### src/common/mmioPkg.sv
// Bus widths, register types, address map enum, reset defaults and write rule
package mmioPkg;

  // ==================================================================
  // Widths
  // ==================================================================
  localparam int cAddrWidth = 7;               // Lower space index, bit 7 is the page bit
  localparam int cDataWidth = 8;               // One register byte
  localparam int cRegCount  = 2**cAddrWidth;   // 128 slots

  typedef logic [cDataWidth-1:0] regByteT;
  typedef logic [cAddrWidth-1:0] regAddrT;
  typedef regByteT [cRegCount-1:0] ctrlVecT;   // Whole control image, slot 0 in the low byte

  // ==================================================================
  // Register map of the lower address space
  // ==================================================================
  typedef enum regAddrT {
    // Product identity
    CFG_VPD_ID    = 7'h00,
    CFG_VPD_VER   = 7'h01,
    CFG_VPD_REV   = 7'h02,
    // Physical layer
    PHY_STAT      = 7'h10,  // Read-only link and calibration bits
    PHY_ETH0_0    = 7'h11,  // Swing and Rx equalizer
    PHY_ETH0_1    = 7'h12,  // Tx pre-cursor
    PHY_ETH0_2    = 7'h13,  // Tx post-cursor
    // Layer 2
    LY2_CTRL      = 7'h20,
    LY2_MAC0      = 7'h22,  // MAC address, LSB first
    LY2_MAC1      = 7'h23,
    LY2_MAC2      = 7'h24,
    LY2_MAC3      = 7'h25,
    LY2_MAC4      = 7'h26,
    LY2_MAC5      = 7'h27,
    // Layer 3
    LY3_CTRL0     = 7'h30,
    LY3_IP0       = 7'h34,  // IP address, LSB first
    LY3_IP1       = 7'h35,
    LY3_IP2       = 7'h36,
    LY3_IP3       = 7'h37,
    // Role exchange and SMC word
    ROLE_IN0      = 7'h40,
    ROLE_IN1      = 7'h41,
    ROLE_OUT0     = 7'h42,
    ROLE_OUT1     = 7'h43,
    SMC0          = 7'h44,
    SMC1          = 7'h45,
    SMC2          = 7'h46,
    SMC3          = 7'h47,
    // Diagnostics
    DIAG_SCRATCH0 = 7'h70,
    DIAG_SCRATCH1 = 7'h71,
    DIAG_SCRATCH2 = 7'h72,
    DIAG_SCRATCH3 = 7'h73,
    DIAG_CTRL     = 7'h74   // Loopback enables
  } regAddrE;

  // ==================================================================
  // Reset value of each slot
  // ==================================================================
  function automatic regByteT defaultValue(input regAddrT a);
    case (regAddrE'(a))
      CFG_VPD_ID:    defaultValue = 8'h3C;  // User variant
      CFG_VPD_VER:   defaultValue = 8'h01;
      PHY_ETH0_0:    defaultValue = 8'h41;  // Swing 4, equalizer 1
      PHY_ETH0_1:    defaultValue = 8'h05;
      PHY_ETH0_2:    defaultValue = 8'h05;
      DIAG_SCRATCH0: defaultValue = 8'hDE;
      DIAG_SCRATCH1: defaultValue = 8'hAD;
      DIAG_SCRATCH2: defaultValue = 8'hBE;
      DIAG_SCRATCH3: defaultValue = 8'hEF;
      default:       defaultValue = '0;     // Everything else clears
    endcase
  endfunction

  // ==================================================================
  // Slots that hold a writable control byte
  // ==================================================================
  function automatic logic isWritable(input regAddrT a);
    case (regAddrE'(a))
      CFG_VPD_ID, CFG_VPD_VER, CFG_VPD_REV,
      PHY_ETH0_0, PHY_ETH0_1, PHY_ETH0_2:
        isWritable = 1'b1;
      LY2_CTRL,
      LY2_MAC0, LY2_MAC1, LY2_MAC2, LY2_MAC3, LY2_MAC4, LY2_MAC5:
        isWritable = 1'b1;
      LY3_CTRL0,
      LY3_IP0, LY3_IP1, LY3_IP2, LY3_IP3:
        isWritable = 1'b1;
      ROLE_OUT0, ROLE_OUT1:
        isWritable = 1'b1;
      DIAG_SCRATCH0, DIAG_SCRATCH1, DIAG_SCRATCH2, DIAG_SCRATCH3,
      DIAG_CTRL:
        isWritable = 1'b1;
      // Status, spare and unmapped slots
      default:
        isWritable = 1'b0;
    endcase
  endfunction

endpackage
### src/rtl/mmioClient.sv
// MMIO client top: bus decoder, register file, read-back mux and control field slicing
module mmioClient (
  // Shell clock and reset
  input  logic                 shlClk,
  input  logic                 rst,
  // Byte bus from the board controller
  input  logic                 csN,
  input  logic                 weN,
  input  logic [mmioPkg::cAddrWidth:0] addr,
  input  mmioPkg::regByteT     wrData,
  output mmioPkg::regByteT     rdData,
  // Status inputs
  input  logic                 mc0InitCalComplete,
  input  logic                 mc1InitCalComplete,
  input  logic                 eth0CoreReady,
  input  logic                 eth0QpllLock,
  input  logic [15:0]          roleRegIn,
  input  logic [31:0]          smcReg,
  // ETH0 transceiver tuning
  output logic                 eth0RxEqualizerMode,
  output logic [3:0]           eth0TxDriverSwing,
  output logic [4:0]           eth0TxPreCursor,
  output logic [4:0]           eth0TxPostCursor,
  // Loopback controls
  output logic                 eth0PcsLoopbackEn,
  output logic                 eth0MacLoopbackEn,
  output logic                 eth0MacAddrSwapEn,
  // Network stack addresses
  output logic [47:0]          nts0MacAddress,
  output logic [31:0]          nts0IpAddress,
  // Role control word
  output logic [15:0]          roleRegOut
);

  import mmioPkg::*;

  logic    wrEn;       // Write pulse, one cycle after the bus sample
  logic    rdEn;       // Read pulse, same stage
  regAddrT regAddr;
  regByteT regWrData;
  ctrlVecT ctrlVec;    // Live control image

  // ==================================================================
  // Pipeline blocks
  // ==================================================================
  mmioBusDecoder busDecoder_i (
    .shlClk    (shlClk),
    .rst       (rst),
    .csN       (csN),
    .weN       (weN),
    .addr      (addr),
    .wrData    (wrData),
    .wrEn      (wrEn),
    .rdEn      (rdEn),
    .regAddr   (regAddr),
    .regWrData (regWrData)
  );

  mmioRegFile regFile_i (
    .shlClk    (shlClk),
    .rst       (rst),
    .wrEn      (wrEn),
    .regAddr   (regAddr),
    .regWrData (regWrData),
    .ctrlVec   (ctrlVec)
  );

  mmioReadMux readMux_i (
    .shlClk             (shlClk),
    .rst                (rst),
    .rdEn               (rdEn),
    .regAddr            (regAddr),
    .ctrlVec            (ctrlVec),
    .mc0InitCalComplete (mc0InitCalComplete),
    .mc1InitCalComplete (mc1InitCalComplete),
    .eth0CoreReady      (eth0CoreReady),
    .eth0QpllLock       (eth0QpllLock),
    .roleRegIn          (roleRegIn),
    .smcReg             (smcReg),
    .rdData             (rdData)
  );

  // ==================================================================
  // Control fields out of the image
  // ==================================================================
  assign eth0RxEqualizerMode = ctrlVec[PHY_ETH0_0][0];
  assign eth0TxDriverSwing   = ctrlVec[PHY_ETH0_0][7:4];
  assign eth0TxPreCursor     = ctrlVec[PHY_ETH0_1][4:0];
  assign eth0TxPostCursor    = ctrlVec[PHY_ETH0_2][4:0];

  assign eth0PcsLoopbackEn = ctrlVec[DIAG_CTRL][0];
  assign eth0MacLoopbackEn = ctrlVec[DIAG_CTRL][1];
  assign eth0MacAddrSwapEn = ctrlVec[DIAG_CTRL][2];

  // MAC0 and IP0 land in the low byte
  assign nts0MacAddress = {ctrlVec[LY2_MAC5], ctrlVec[LY2_MAC4], ctrlVec[LY2_MAC3],
                           ctrlVec[LY2_MAC2], ctrlVec[LY2_MAC1], ctrlVec[LY2_MAC0]};
  assign nts0IpAddress  = {ctrlVec[LY3_IP3], ctrlVec[LY3_IP2],
                           ctrlVec[LY3_IP1], ctrlVec[LY3_IP0]};

  assign roleRegOut = {ctrlVec[ROLE_OUT1], ctrlVec[ROLE_OUT0]};  // OUT0 is the low byte

endmodule

### src/rtl/mmioReadMux.sv
// Read-back path: status merge over the control image and the registered read data
module mmioReadMux (
  input  logic             shlClk,
  input  logic             rst,
  input  logic             rdEn,                // Read pulse from the decoder
  input  mmioPkg::regAddrT regAddr,
  input  mmioPkg::ctrlVecT ctrlVec,             // Stored control bytes
  // Status inputs, sampled when the read is served
  input  logic             mc0InitCalComplete,
  input  logic             mc1InitCalComplete,
  input  logic             eth0CoreReady,
  input  logic             eth0QpllLock,
  input  logic [15:0]      roleRegIn,
  input  logic [31:0]      smcReg,
  output mmioPkg::regByteT rdData
);

  import mmioPkg::*;

  regAddrE rdSel;   // Address seen as a map entry
  regByteT rdByte;  // Byte picked for this read
  regByteT phyStat;

  assign rdSel = regAddrE'(regAddr);

  // Link and calibration bits in the low nibble
  assign phyStat = {{(cDataWidth-4){1'b0}},
                    eth0QpllLock,
                    eth0CoreReady,
                    mc1InitCalComplete,
                    mc0InitCalComplete};

  // ==================================================================
  // Byte select
  // ==================================================================
  always_comb
  begin
    rdByte = ctrlVec[regAddr];  // Zero for unstored slots
    case (rdSel)
      PHY_STAT:
        rdByte = phyStat;
      // Role input word, low byte first
      ROLE_IN0:
        rdByte = roleRegIn[7:0];
      ROLE_IN1:
        rdByte = roleRegIn[15:8];
      // SMC word, least significant byte first
      SMC0:
        rdByte = smcReg[7:0];
      SMC1:
        rdByte = smcReg[15:8];
      SMC2:
        rdByte = smcReg[23:16];
      SMC3:
        rdByte = smcReg[31:24];
      default:
        ;   // Keep the control byte
    endcase
  end

  // ==================================================================
  // Read data register
  // ==================================================================
  always_ff @(posedge shlClk)
  begin
    if (rst)
    begin
      rdData <= '0;
    end
    else if (rdEn)
    begin
      rdData <= rdByte;  // Held until the next read
    end
  end

endmodule

### src/regfile/mmioRegFile.sv
// Control register storage: one byte flop per writable slot, reset defaults, zeros elsewhere
module mmioRegFile (
  input  logic             shlClk,
  input  logic             rst,
  input  logic             wrEn,       // From the decoder stage
  input  mmioPkg::regAddrT regAddr,
  input  mmioPkg::regByteT regWrData,
  output mmioPkg::ctrlVecT ctrlVec     // Full 128-byte image
);

  import mmioPkg::*;

  // ==================================================================
  // Slot generation
  // ==================================================================
  // Each slot is checked against the write rule at elaboration time.
  // Writable ones get a byte register, the rest tie to zero.
  for (genvar i = 0; i < cRegCount; i++)
  begin : genSlot
    localparam regAddrT cSlotAddr = regAddrT'(i);

    if (isWritable(cSlotAddr))
    begin : genRw
      regByteT slotQ;   // Stored byte
      logic    slotWr;  // Write hit on this slot

      assign slotWr = wrEn && (regAddr == cSlotAddr);

      always_ff @(posedge shlClk)
      begin
        if (rst)
        begin
          slotQ <= defaultValue(cSlotAddr);  // Identity, tuning and scratch patterns
        end
        else if (slotWr)
        begin
          slotQ <= regWrData;
        end
      end

      assign ctrlVec[i] = slotQ;
    end
    else
    begin : genRo
      // Status, spare or unmapped
      assign ctrlVec[i] = '0;
    end
  end

  // Writes to status or spare slots simply find no register above,
  // so the write pulse is dropped there and the image is unchanged.
  // Status bytes are merged later by the read mux, not stored here.

endmodule

### src/rtl/mmioBusDecoder.sv
// Bus sampling stage: strobe qualification, address and data capture, write and read pulses
module mmioBusDecoder (
  input  logic                         shlClk,
  input  logic                         rst,
  input  logic                         csN,      // Active low select
  input  logic                         weN,      // Low for a write
  input  logic [mmioPkg::cAddrWidth:0] addr,     // Top bit picks the upper space
  input  mmioPkg::regByteT             wrData,
  output logic                         wrEn,
  output logic                         rdEn,
  output mmioPkg::regAddrT             regAddr,
  output mmioPkg::regByteT             regWrData
);

  import mmioPkg::*;

  logic lowerSel;  // Access to the register map this cycle

  // Upper half is not decoded here
  assign lowerSel = !csN && !addr[cAddrWidth];

  // ==================================================================
  // Strobe stage
  // ==================================================================
  always_ff @(posedge shlClk)
  begin
    if (rst)
    begin
      wrEn <= 1'b0;
      rdEn <= 1'b0;
    end
    else
    begin
      wrEn <= lowerSel && !weN;   // One-cycle pulse per access
      rdEn <= lowerSel &&  weN;
    end
  end

  // Address and data follow the strobes, only captured on a real access
  always_ff @(posedge shlClk)
  begin
    if (lowerSel)
    begin
      regAddr   <= addr[cAddrWidth-1:0];
      regWrData <= wrData;        // Don't care on reads
    end
  end

endmodule

### config.mk
export PLATFORM = sky130hd
export DESIGN_NAME = mmioClient
export DESIGN_NICKNAME = d
export VERILOG_FILES = /design/src/common/mmioPkg.sv /design/src/rtl/mmioClient.sv /design/src/rtl/mmioReadMux.sv /design/src/regfile/mmioRegFile.sv /design/src/rtl/mmioBusDecoder.sv
export SDC_FILE = /design/constraint.sdc
export NUM_CORES = 1
export LEC_CHECK = 0
export BUFFER_PORTS_ARGS = -buffer_cell sky130_fd_sc_hd__clkbuf_2
export CAP_MARGIN = 20
export CORE_ASPECT_RATIO = 1.5
export CORE_UTILIZATION = 30
export DETAILED_ROUTE_END_ITERATION = 8
export GPL_ROUTABILITY_DRIVEN = 0
export SLEW_MARGIN = 30
export SYNTH_ARGS = -nofsm -noshare
export SYNTH_HDL_FRONTEND = slang
export SYNTH_SLANG_ARGS = --single-unit
### constraint.sdc
create_clock -name shlClk -period 1.8 [get_ports shlClk]
set_input_delay 0.09 -clock shlClk [delete_from_list [all_inputs] [get_ports shlClk]]
set_output_delay 0.09 -clock shlClk [all_outputs]
set_load 0.03 [all_outputs]
# After elaboration in Yosys (flattened, before gate mapping)

Cells that the tools add are included.
W data, S select, Z words.

Register bits: 225
Bits of input ports: 72
Output and inout port bits: 122

$lt $le $gt $ge: 1
Equality and inequality tests: 31
Muxes and demuxes: 3
Reduce and logical (&&, ||, !) cells: 32

Operators by type and width:

| operator             | count |
|---|---|
| $eq A7 B7 Y1 const B | 13 |
| $eq A7 B6 Y1 const B | 12 |
| $bmux W8 S7          | 1 |
| $pmux W8 S7          | 1 |
| $eq A7 B5 Y1 const B | 4 |
| $logic_and A1 B1 Y1  | 28 |
| $lt A7 B8 Y1 const B | 1 |
| $mux W8              | 1 |
| $eq A7 B1 Y1 const B | 1 |
| $eq A7 B2 Y1 const B | 1 |
| $logic_not A7 Y1     | 1 |
| $logic_not A1 Y1     | 3 |

# Depth between registers and ports, before layout

Gate-level depths: netlist of the first run.

Word-level depth: 3
Gate-level depth with buffers: 9
Gate-level depth less buffers: 5

# Hierarchy

Synthesis of the first run repeated with hierarchy kept, for this count alone.

Cells, all modules: 2312
Area, all modules: 23576.4 sq um

By module, submodules not included:

| module         | cells an instance | area each (sq um) | instances |
|---|---|---|---|
| mmioRegFile    | 1532              | 14044.7           | 1 |
| mmioReadMux    | 760               | 9009.9            | 1 |
| mmioBusDecoder | 20                | 521.8             | 1 |

# Worst setup path before layout of the first run

No wires, ideal clock.

Kind: reg-to-reg
From: reg busDecoder_i.regAddr[1]
To: reg readMux_i.rdData[4]
Buffers on the path: 3
Data required time: 1.683 ns
Arrival time: 1.823 ns
Path slack: -0.140 ns
Stages on the path, launching flop included: 8
Cells stage by stage: edfxtp_1 -> buf_4 -> buf_2 -> buf_2 -> mux4_2 -> a222oi_1 -> o21ai_0 -> a32o_1

Cells in the longest elaborated chain, start to end: 3
Elaborated cells between the ends (all ways): 10

RTL lines:

| item                          | RTL line             | source |
|---|---|---|
| from (decl)                   | mmioBusDecoder.sv:11 | `output mmioPkg::regAddrT regAddr,` |
| from (signal assigned)        | mmioBusDecoder.sv:44 | `regAddr <= addr[cAddrWidth-1:0];` |
| $bmux W8 S7                   | mmioReadMux.sv:38    | `rdByte = ctrlVec[regAddr];` |
| $mux W8 (not written as such) | mmioReadMux.sv:38    |  |
| $pmux W8 S7 *                 | mmioReadMux.sv:39    | `case (rdSel)` |
| to (signal assigned)          | mmioReadMux.sv:72    | `rdData <= rdByte;` |
| to (decl)                     | mmioReadMux.sv:15    | `output mmioPkg::regByteT rdData` |

Mark *: on every way between the ends. The rest lies on a longest branch, timed or not. The select of a mux whose other input is x is not followed.
A chain may end at the register's enable or synchronous reset.

# Worst setup path in the final report of the first run

From: reg busDecoder_i.regAddr[0]
To: reg readMux_i.rdData[6]

The elaborated chain is that of the path after synthesis.

==> results of run 1 <==
-- metal layers --
layer,vias up,wire length (µm)
met5,-,0
met4,0,2280
met3,112,2020
met2,396,20900
met1,4919,15600
li1,4748,-
-- stage by stage --
| stage | instances | setup WS (ns) | instance area (µm²) | util [%] |
|---|---|---|---|---|
| finish | 1986 | -0.329 | 15400 | 41.2 |
| global route | 1986 | -0.426 | 15400 | 41.2 |
| CTS | 1972 | -0.315 | 15100 | 40.2 |
| detailed placement | 1890 | -0.481 | 13400 | 35.7 |
| global placement | 1890 | -0.511 | 13400 | 35.7 |
| floorplan | 1241 | -0.0979 | 11500 | - |
-- power groups by stage --
stage                     registers (mW)  clock network [mW]  logic (mW)
after global routing                5.11                4.94        1.40
after global placement              5.22                   0        1.08
after detailed placement            5.22                   0        1.09
after CTS                           5.11                4.73        1.26
after floorplan                     5.21                   0       0.589
final                               5.11                4.65        1.34
-- final timing paths --
kind | end | slack [ns] | cells past startpoint
min | readMux_i.rdData[6] | 0.03 | 4
max reg2reg | readMux_i.rdData[6] | -0.33 | 8
min reg2reg | regFile_i.genSlot[32].genRw.slotQ[2] | 0.45 | 2
max | readMux_i.rdData[6] | -0.33 | 8
-- worst register-to-register path: cells and delay by family (launching register included) --
kind | cells | cell delay (ns)
multiplexers | 1 | 0.27
flip-flops | 1 | 0.38
AND/OR/NAND/NOR | 1 | 0.07
buffers and inverters | 3 | 0.54
AO/OA/AOI/OAI | 3 | 0.79
-- sequential cells by signal, summed over array words and instances, names as in the netlist --
register and flops:
regFile_i.genSlot.genRw.slotQ 200, busDecoder_i.wrEn 1, busDecoder_i.rdEn 1, busDecoder_i.regWrData 8, readMux_i.rdData 8, busDecoder_i.regAddr 7
-- cells in the mapped netlist (all sizes together), types with 3 or more instances --
master and number:
a211o 11, a211oi 4, a21oi 69, a221oi 5
a222oi 6, a22oi 15, a31oi 5, a32o 3
and2 5, and3 12, buf 149, clkbuf 66
dfxtp 210, edfxtp 15, inv 7, mux2 22
mux2i 142, mux4 19, nand2 143, nand2b 3
nand3 61, nand3b 25, nand4 6, nor2 137
nor2b 6, nor3 14, nor3b 3, nor4 4
nor4b 4, o2111ai 3, o21ai 22, o221a 3
o221ai 4, o22ai 6, o32ai 4
-- layout by cell type, fill, tap and decap left out, types with 9 or more instances in the layout --
master         netlist  final
a211o_1             11     11
a21oi_1             69     52
a21oi_2              0     17
a22oi_1             15     13
and3_1              12     10
buf_12               2     31
buf_4              113    138
buf_6                6     42
clkbuf_16            0     23
clkbuf_2             2    192
dfxtp_1            210    210
dlygate4sd3_1        0     21
edfxtp_1            15     15
mux2_2              22     22
mux2i_1            142    135
mux4_2              17     18
nand2_1            143    120
nand2_2              0     10
nand2_4              0      9
nand3_1             61     41
nand3_2              0     15
nand3b_1            25     25
nor2_1             132    126
nor3_1              13     10
o21ai_0             22     13
-- logic make-up (layout without fill, tap and decap cells) --
group	after synthesis	count (layout)	synth area share, %
AOI/OAI and AO/OA	176	176	10.3
buffers and inverters	222	478	12.0
DFF	225	225	40.9
muxes	183	183	18.5
and+or+nand+nor	435	435	18.3
-- cell type report --
| type | instances | area (µm²) | share of cell area (%) |
|---|---|---|---|
| flip-flops and latches | 225 | 4650 | 30.2 |
| multi-input cells | 794 | 5970 | 38.7 |
| clock buffers | 31 | 634 | 4.12 |
| clock inverters | 9 | 83.8 | 0.544 |
| repair buffers | 431 | 3430 | 22.3 |
| well taps | 489 | 612 | 3.97 |
| inverters | 7 | 26.3 | 0.170 |
-- repair_timing --
| item | 4_1_cts | 5_1_grt |
|---|---|---|
| gates resized for setup | 132 | 60 |
| buffers inserted | 20 | 14 |
| hold endpoints to repair | 25 | 14 |
| cloned | 2 | 1 |
| pin swaps | 22 | 37 |
| endpoints found under the setup margin | 207 | 206 |
| hold buffers | 21 | 1 |
==> impl_metrics.tcl, run 1 <==
set metrics [dict create \
    critPathBufInv 3 \
    setup_viol_count_final 179 \
    num_antenna_cells 0 \
    grt_util_met1_pct 23.0 \
    synth_edf_count 15 \
    startpoint "busDecoder_i.regAddr[0]" \
    synth_top_flop_cell "dfxtp_1" \
    die_width_um 161 \
    status "finished, violations left" \
    die-area_um2 38700 \
    firstDrtPassIters 5 \
    p_seq_share_pct 46.1 \
    violations "negative setup slack" \
    switchingPower_mw 2.81 \
    synth_area_um2 11400 \
    htreeDepth 1 \
    vias 10200 \
    grt_pass1_wl_um 60600 \
    arrival_ns 2.56 \
    route.detailed.drc 0 \
    viasPerCell 5.12 \
    yosysWarnings 0 \
    crit_slowest_cell "edfxtp_1" \
    die_h_um 241 \
    worstPathRequired_ns 2.23 \
    synth_seq_cells 225 \
    row_count 87 \
    layout_setup_ws_ns -0.329 \
    clockPowerShare_pct 41.9 \
    finalHoldViolCount 0 \
    clock_latency_ns 0.54 \
    drt_iter0_markers 668 \
    drive_gt1_share_pct 40.1 \
    worstHoldStart "roleRegIn[6]" \
    synth-seq-area-share_pct 40.9 \
    hold_slack_ns 0.0332 \
    clock_sinks 225 \
    ys_types 72 \
    worst_slew_pin_slew_ns 0.621 \
    dp.final_hpwl_um 29000 \
    hold_class "primary input to flip-flop" \
    cts_tree "yes" \
    slowest_delay_ns 0.38 \
    synth_top_area_share_pct 36.9 \
    intPower_mw 8.29 \
    async_flop_share_pct 0 \
    wire_per_inst_um 20.5 \
    ant_nets 0 \
    critPathMaxFanout 9 \
    reg2reg_from "busDecoder_i.regAddr[0]" \
    p_comb_share_pct 12.1 \
    maxSlewViolCount 0 \
    coreArea_um2 37400 \
    grt_overflow 0 \
    fmax_mhz 470 \
    portBuffers 193 \
    finalCriticalPeriod_ns 2.13 \
    yosys.area.top_type "dfxtp_1" \
    power_mw 11.1 \
    crit_chain "buf_6 -> buf_12 -> buf_4 -> mux2i_2 -> nor3_1 -> a311oi_1 -> o2111ai_1 -> a32o_1" \
    cp_top_family "compound AO/OA/AOI/OAI gates" \
    wirelength_um 40700 \
    setup_tns_ns -26.36 \
    slew-limit-headroom_pct 58.6 \
    crit_path_start_kind "flip-flop" \
    path_clk_slew_ns 0.06 \
    power_density_nw_per_um2 720 \
    first_global_vias 10300 \
    top_usage_layer "met2" \
    rsz0062_at_grt "true" \
    clock_path_buffers 3 \
    grt_max_degree 74 \
    switching_share_pct 25.3 \
    cellLeakagePower_nw 6.51 \
    synthTopCellsByArea "dfxtp_1 37%, mux2i_1 12%, buf_4 7.5%, nand2_1 4.7%, nor2_1 4.4%" \
    use_met3_pct 2.53 \
    met2_usage_pct 37.3 \
    antenna_found_initial 0 \
    max_cap_violations 0 \
    start_util_pct 30.4 \
    numCtsBuffers 22 \
    root_buffer "clkbuf_16" \
    areaGrowthSynthToFinish_pct 35.4 \
    crit_type "flip-flop to flip-flop" \
    syn_inst 1241 \
    endpoint_kind "flip-flop" \
    syn_area_per_cell_um2 9.17 \
    fillers 3695 \
    fin_nets 1553 \
    synth_nets 1313 \
    ir_drop_v 0.000454 \
    fin_crit_sh_pct 118 \
    track_usage_pct 20.4 \
    finClkSkew_ns 0.0257 \
    io_pins 194 \
]
(Power assumes the default switching activity.)
==> run 2, diff against run 1 <==
--- a/config.mk
+++ b/config.mk
@@ -8,9 +8,10 @@
 export BUFFER_PORTS_ARGS = -buffer_cell sky130_fd_sc_hd__clkbuf_2
 export CAP_MARGIN = 20
 export CORE_ASPECT_RATIO = 1.5
-export CORE_UTILIZATION = 30
+export CORE_UTILIZATION = 51
 export DETAILED_ROUTE_END_ITERATION = 8
 export GPL_ROUTABILITY_DRIVEN = 0
+export PLACE_DENSITY = 0.76
 export SLEW_MARGIN = 30
 export SYNTH_ARGS = -nofsm -noshare
 export SYNTH_HDL_FRONTEND = slang
==> run 2 against run 1 <==
Effect of this change:
- the flow still finishes with violations (negative setup slack)
- routed wire length up 5.0%
- fmax shrank 13%
- final cell count is 13% lower
- register-to-register slack worse by 0.31 ns
- first-iteration DRC count up 81%
- via count is 8.6% higher
- sequential share of layout area increased by 0.22 points
- global-route usage is 12 points higher
- critical endpoint is now readMux_i.rdData[7]
==> impl_metrics.tcl, run 2 (same netlist as run 1, synthesis figures left out) <==
set metrics [dict create \
    setup_viol_count_final 189 \
    arrival_ns 2.88 \
    path_clk_slew_ns 0.07 \
    reg_top3 "regFile_i.genSlot.genRw.slotQ (200), busDecoder_i.regWrData (8), readMux_i.rdData (8)" \
    final_cell_mix "210 x dfxtp_1, 192 x clkbuf_2, 139 x mux2i_1" \
    numCtsBuffers 21 \
    violations "negative setup slack" \
    track_usage_pct 32.6 \
    die_h_um 185 \
    htreeDepth 1 \
    coreArea_um2 21800 \
    cellLeakagePower_nw 6.42 \
    first_global_vias 10400 \
    max_cap_violations 0 \
    dp.final_hpwl_um 26200 \
    root_buffer "clkbuf_16" \
    portBuffers 193 \
    start_util_pct 52.2 \
    finalCriticalPeriod_ns 2.44 \
    fin_crit_sh_pct 135 \
    clock_latency_ns 0.53 \
    hold_class "primary input to flip-flop" \
    maxSlewViolCount 0 \
    areaGrowthSynthToFinish_pct 34.4 \
    mostFrequentLayoutCell "dfxtp_1" \
    drive_gt1_share_pct 44.3 \
    worstPathRequired_ns 2.25 \
    place_area_um2 12800 \
    die-area_um2 22900 \
    slew-limit-headroom_pct 42.3 \
    power_density_nw_per_um2 745 \
    fin_nets 1519 \
    viasPerCell 6.37 \
    grt_max_degree 66 \
    crit_type "flip-flop to flip-flop" \
    row_count 66 \
    wirelength_um 42800 \
    layout_setup_ws_ns -0.637 \
    cts_tree "yes" \
    clock_path_buffers 3 \
    finish.utilization_pct 70.2 \
    drt_iter0_markers 1209 \
    vias 11000 \
    fmax_mhz 410 \
    finClkSkew_ns 0.0243 \
    rsz0062_at_grt "true" \
    crit_path_start_kind "flip-flop" \
    io_pins 194 \
    endpoint_kind "flip-flop" \
    grt_pass1_wl_um 56400 \
    worst_slew_pin_slew_ns 0.866 \
    die_width_um 124 \
    ir_drop_v 0.000597 \
    finalInstanceArea_um2 15300 \
    num_antenna_cells 0 \
    status "finished, violations left" \
    fillers 1442 \
    regMostFlops "regFile_i.genSlot.genRw.slotQ" \
    largest_reg_flops 200 \
    critPathMaxFanout 8 \
    antenna_found_initial 0 \
    finalHoldViolCount 0 \
    wire_per_inst_um 24.7 \
    firstDrtPassIters 6 \
    clock_sinks 225 \
    ant_nets 0 \
    route.detailed.drc 0 \
    grt_overflow 0 \
]
[run 2: changes by cell type in the layout (fill, tap and decap cells not counted), sizes merged]
cell         change
dlygate4sd3      -1
clkinv           -2
bufbuf           -1
buf             -31
clkbuf           -3
inv              +1
bufinv           +2
[run 2: power by group]
part / switching [mW] / leakage (nW) / internal [mW]
combinational: 0.772 / 4.21 / 0.584
clock: 2.06 / 0.375 / 2.87
sequential: 0.0522 / 1.83 / 5.07
total: 2.88 / 6.42 / 8.52
[run 2: final cells by class]
class | instances | area, µm² | area share (%)
Clock buffer | 28 | 623 | 4.07
Inverter | 7 | 26.3 | 0.172
Sequential cell | 225 | 4650 | 30.4
Tap cell | 272 | 340 | 2.22
Clock inverter | 10 | 131 | 0.859
Timing Repair Buffer | 398 | 3160 | 20.6
Multi-Input combinational cell | 794 | 6360 | 41.6
[run 2: path summary, 6_finish.rpt]
kind | depth (start not counted) | start | endpoint | slack, ns
max reg2reg | 9 | busDecoder_i.regAddr[0] | readMux_i.rdData[7] | -0.64
min | 4 | roleRegIn[12] | readMux_i.rdData[4] | 0.06
min reg2reg | 2 | regFile_i.genSlot[114].genRw.slotQ[6] | regFile_i.genSlot[114].genRw.slotQ[6] | 0.46
max | 9 | busDecoder_i.regAddr[0] | readMux_i.rdData[7] | -0.64
[run 2: worst max-delay path, stage by stage, from the launching register on]
cell,delay (ns)
edfxtp_1,0.41
buf_6,0.17
buf_12,0.14
buf_4,0.16
buf_4,0.14
mux2i_1,0.14
o31ai_2,0.57
o21ai_2,0.14
o221a_1,0.25
o32ai_2,0.24
[run 2: per-layer routing]
| layer | vias up | track usage (%) | share of wire, % |
|---|---|---|---|
| met1 | 5274 | 35.5 | 34 |
| li1 | 4694 | - | - |
| met2 | 798 | 56.7 | 48 |
| met3 | 282 | 5.30 | 9.3 |
| met4 | 0 | 23.0 | 8.7 |
| met5 | - | 0 | 0 |
[run 2: metrics by stage]
| step | total power [mW] | hold WS, ns | TNS (ns) | worst slack [ns] | cells |
|---|---|---|---|---|---|
| global placement | 6.25 | 0.269 | -26.82 | -0.355 | 1642 |
| CTS | 11.2 | 0.0379 | -9.46 | -0.311 | 1713 |
| global route | 11.6 | 0.113 | -35.55 | -0.669 | 1734 |
| detailed placement | 6.26 | 0.269 | -31.75 | -0.385 | 1642 |
| floorplan | 5.80 | 0.166 | -3.13 | -0.0979 | 1241 |
| finish | 11.4 | 0.0603 | -28.81 | -0.637 | 1734 |
[run 2: repair_timing]
action,CTS,global route
buffers inserted,12,28
hold buffers,20,0
resized for setup,85,233
setup endpoints to repair,204,206
cloned,1,1
pin swaps,12,116
hold endpoints to repair,32,0
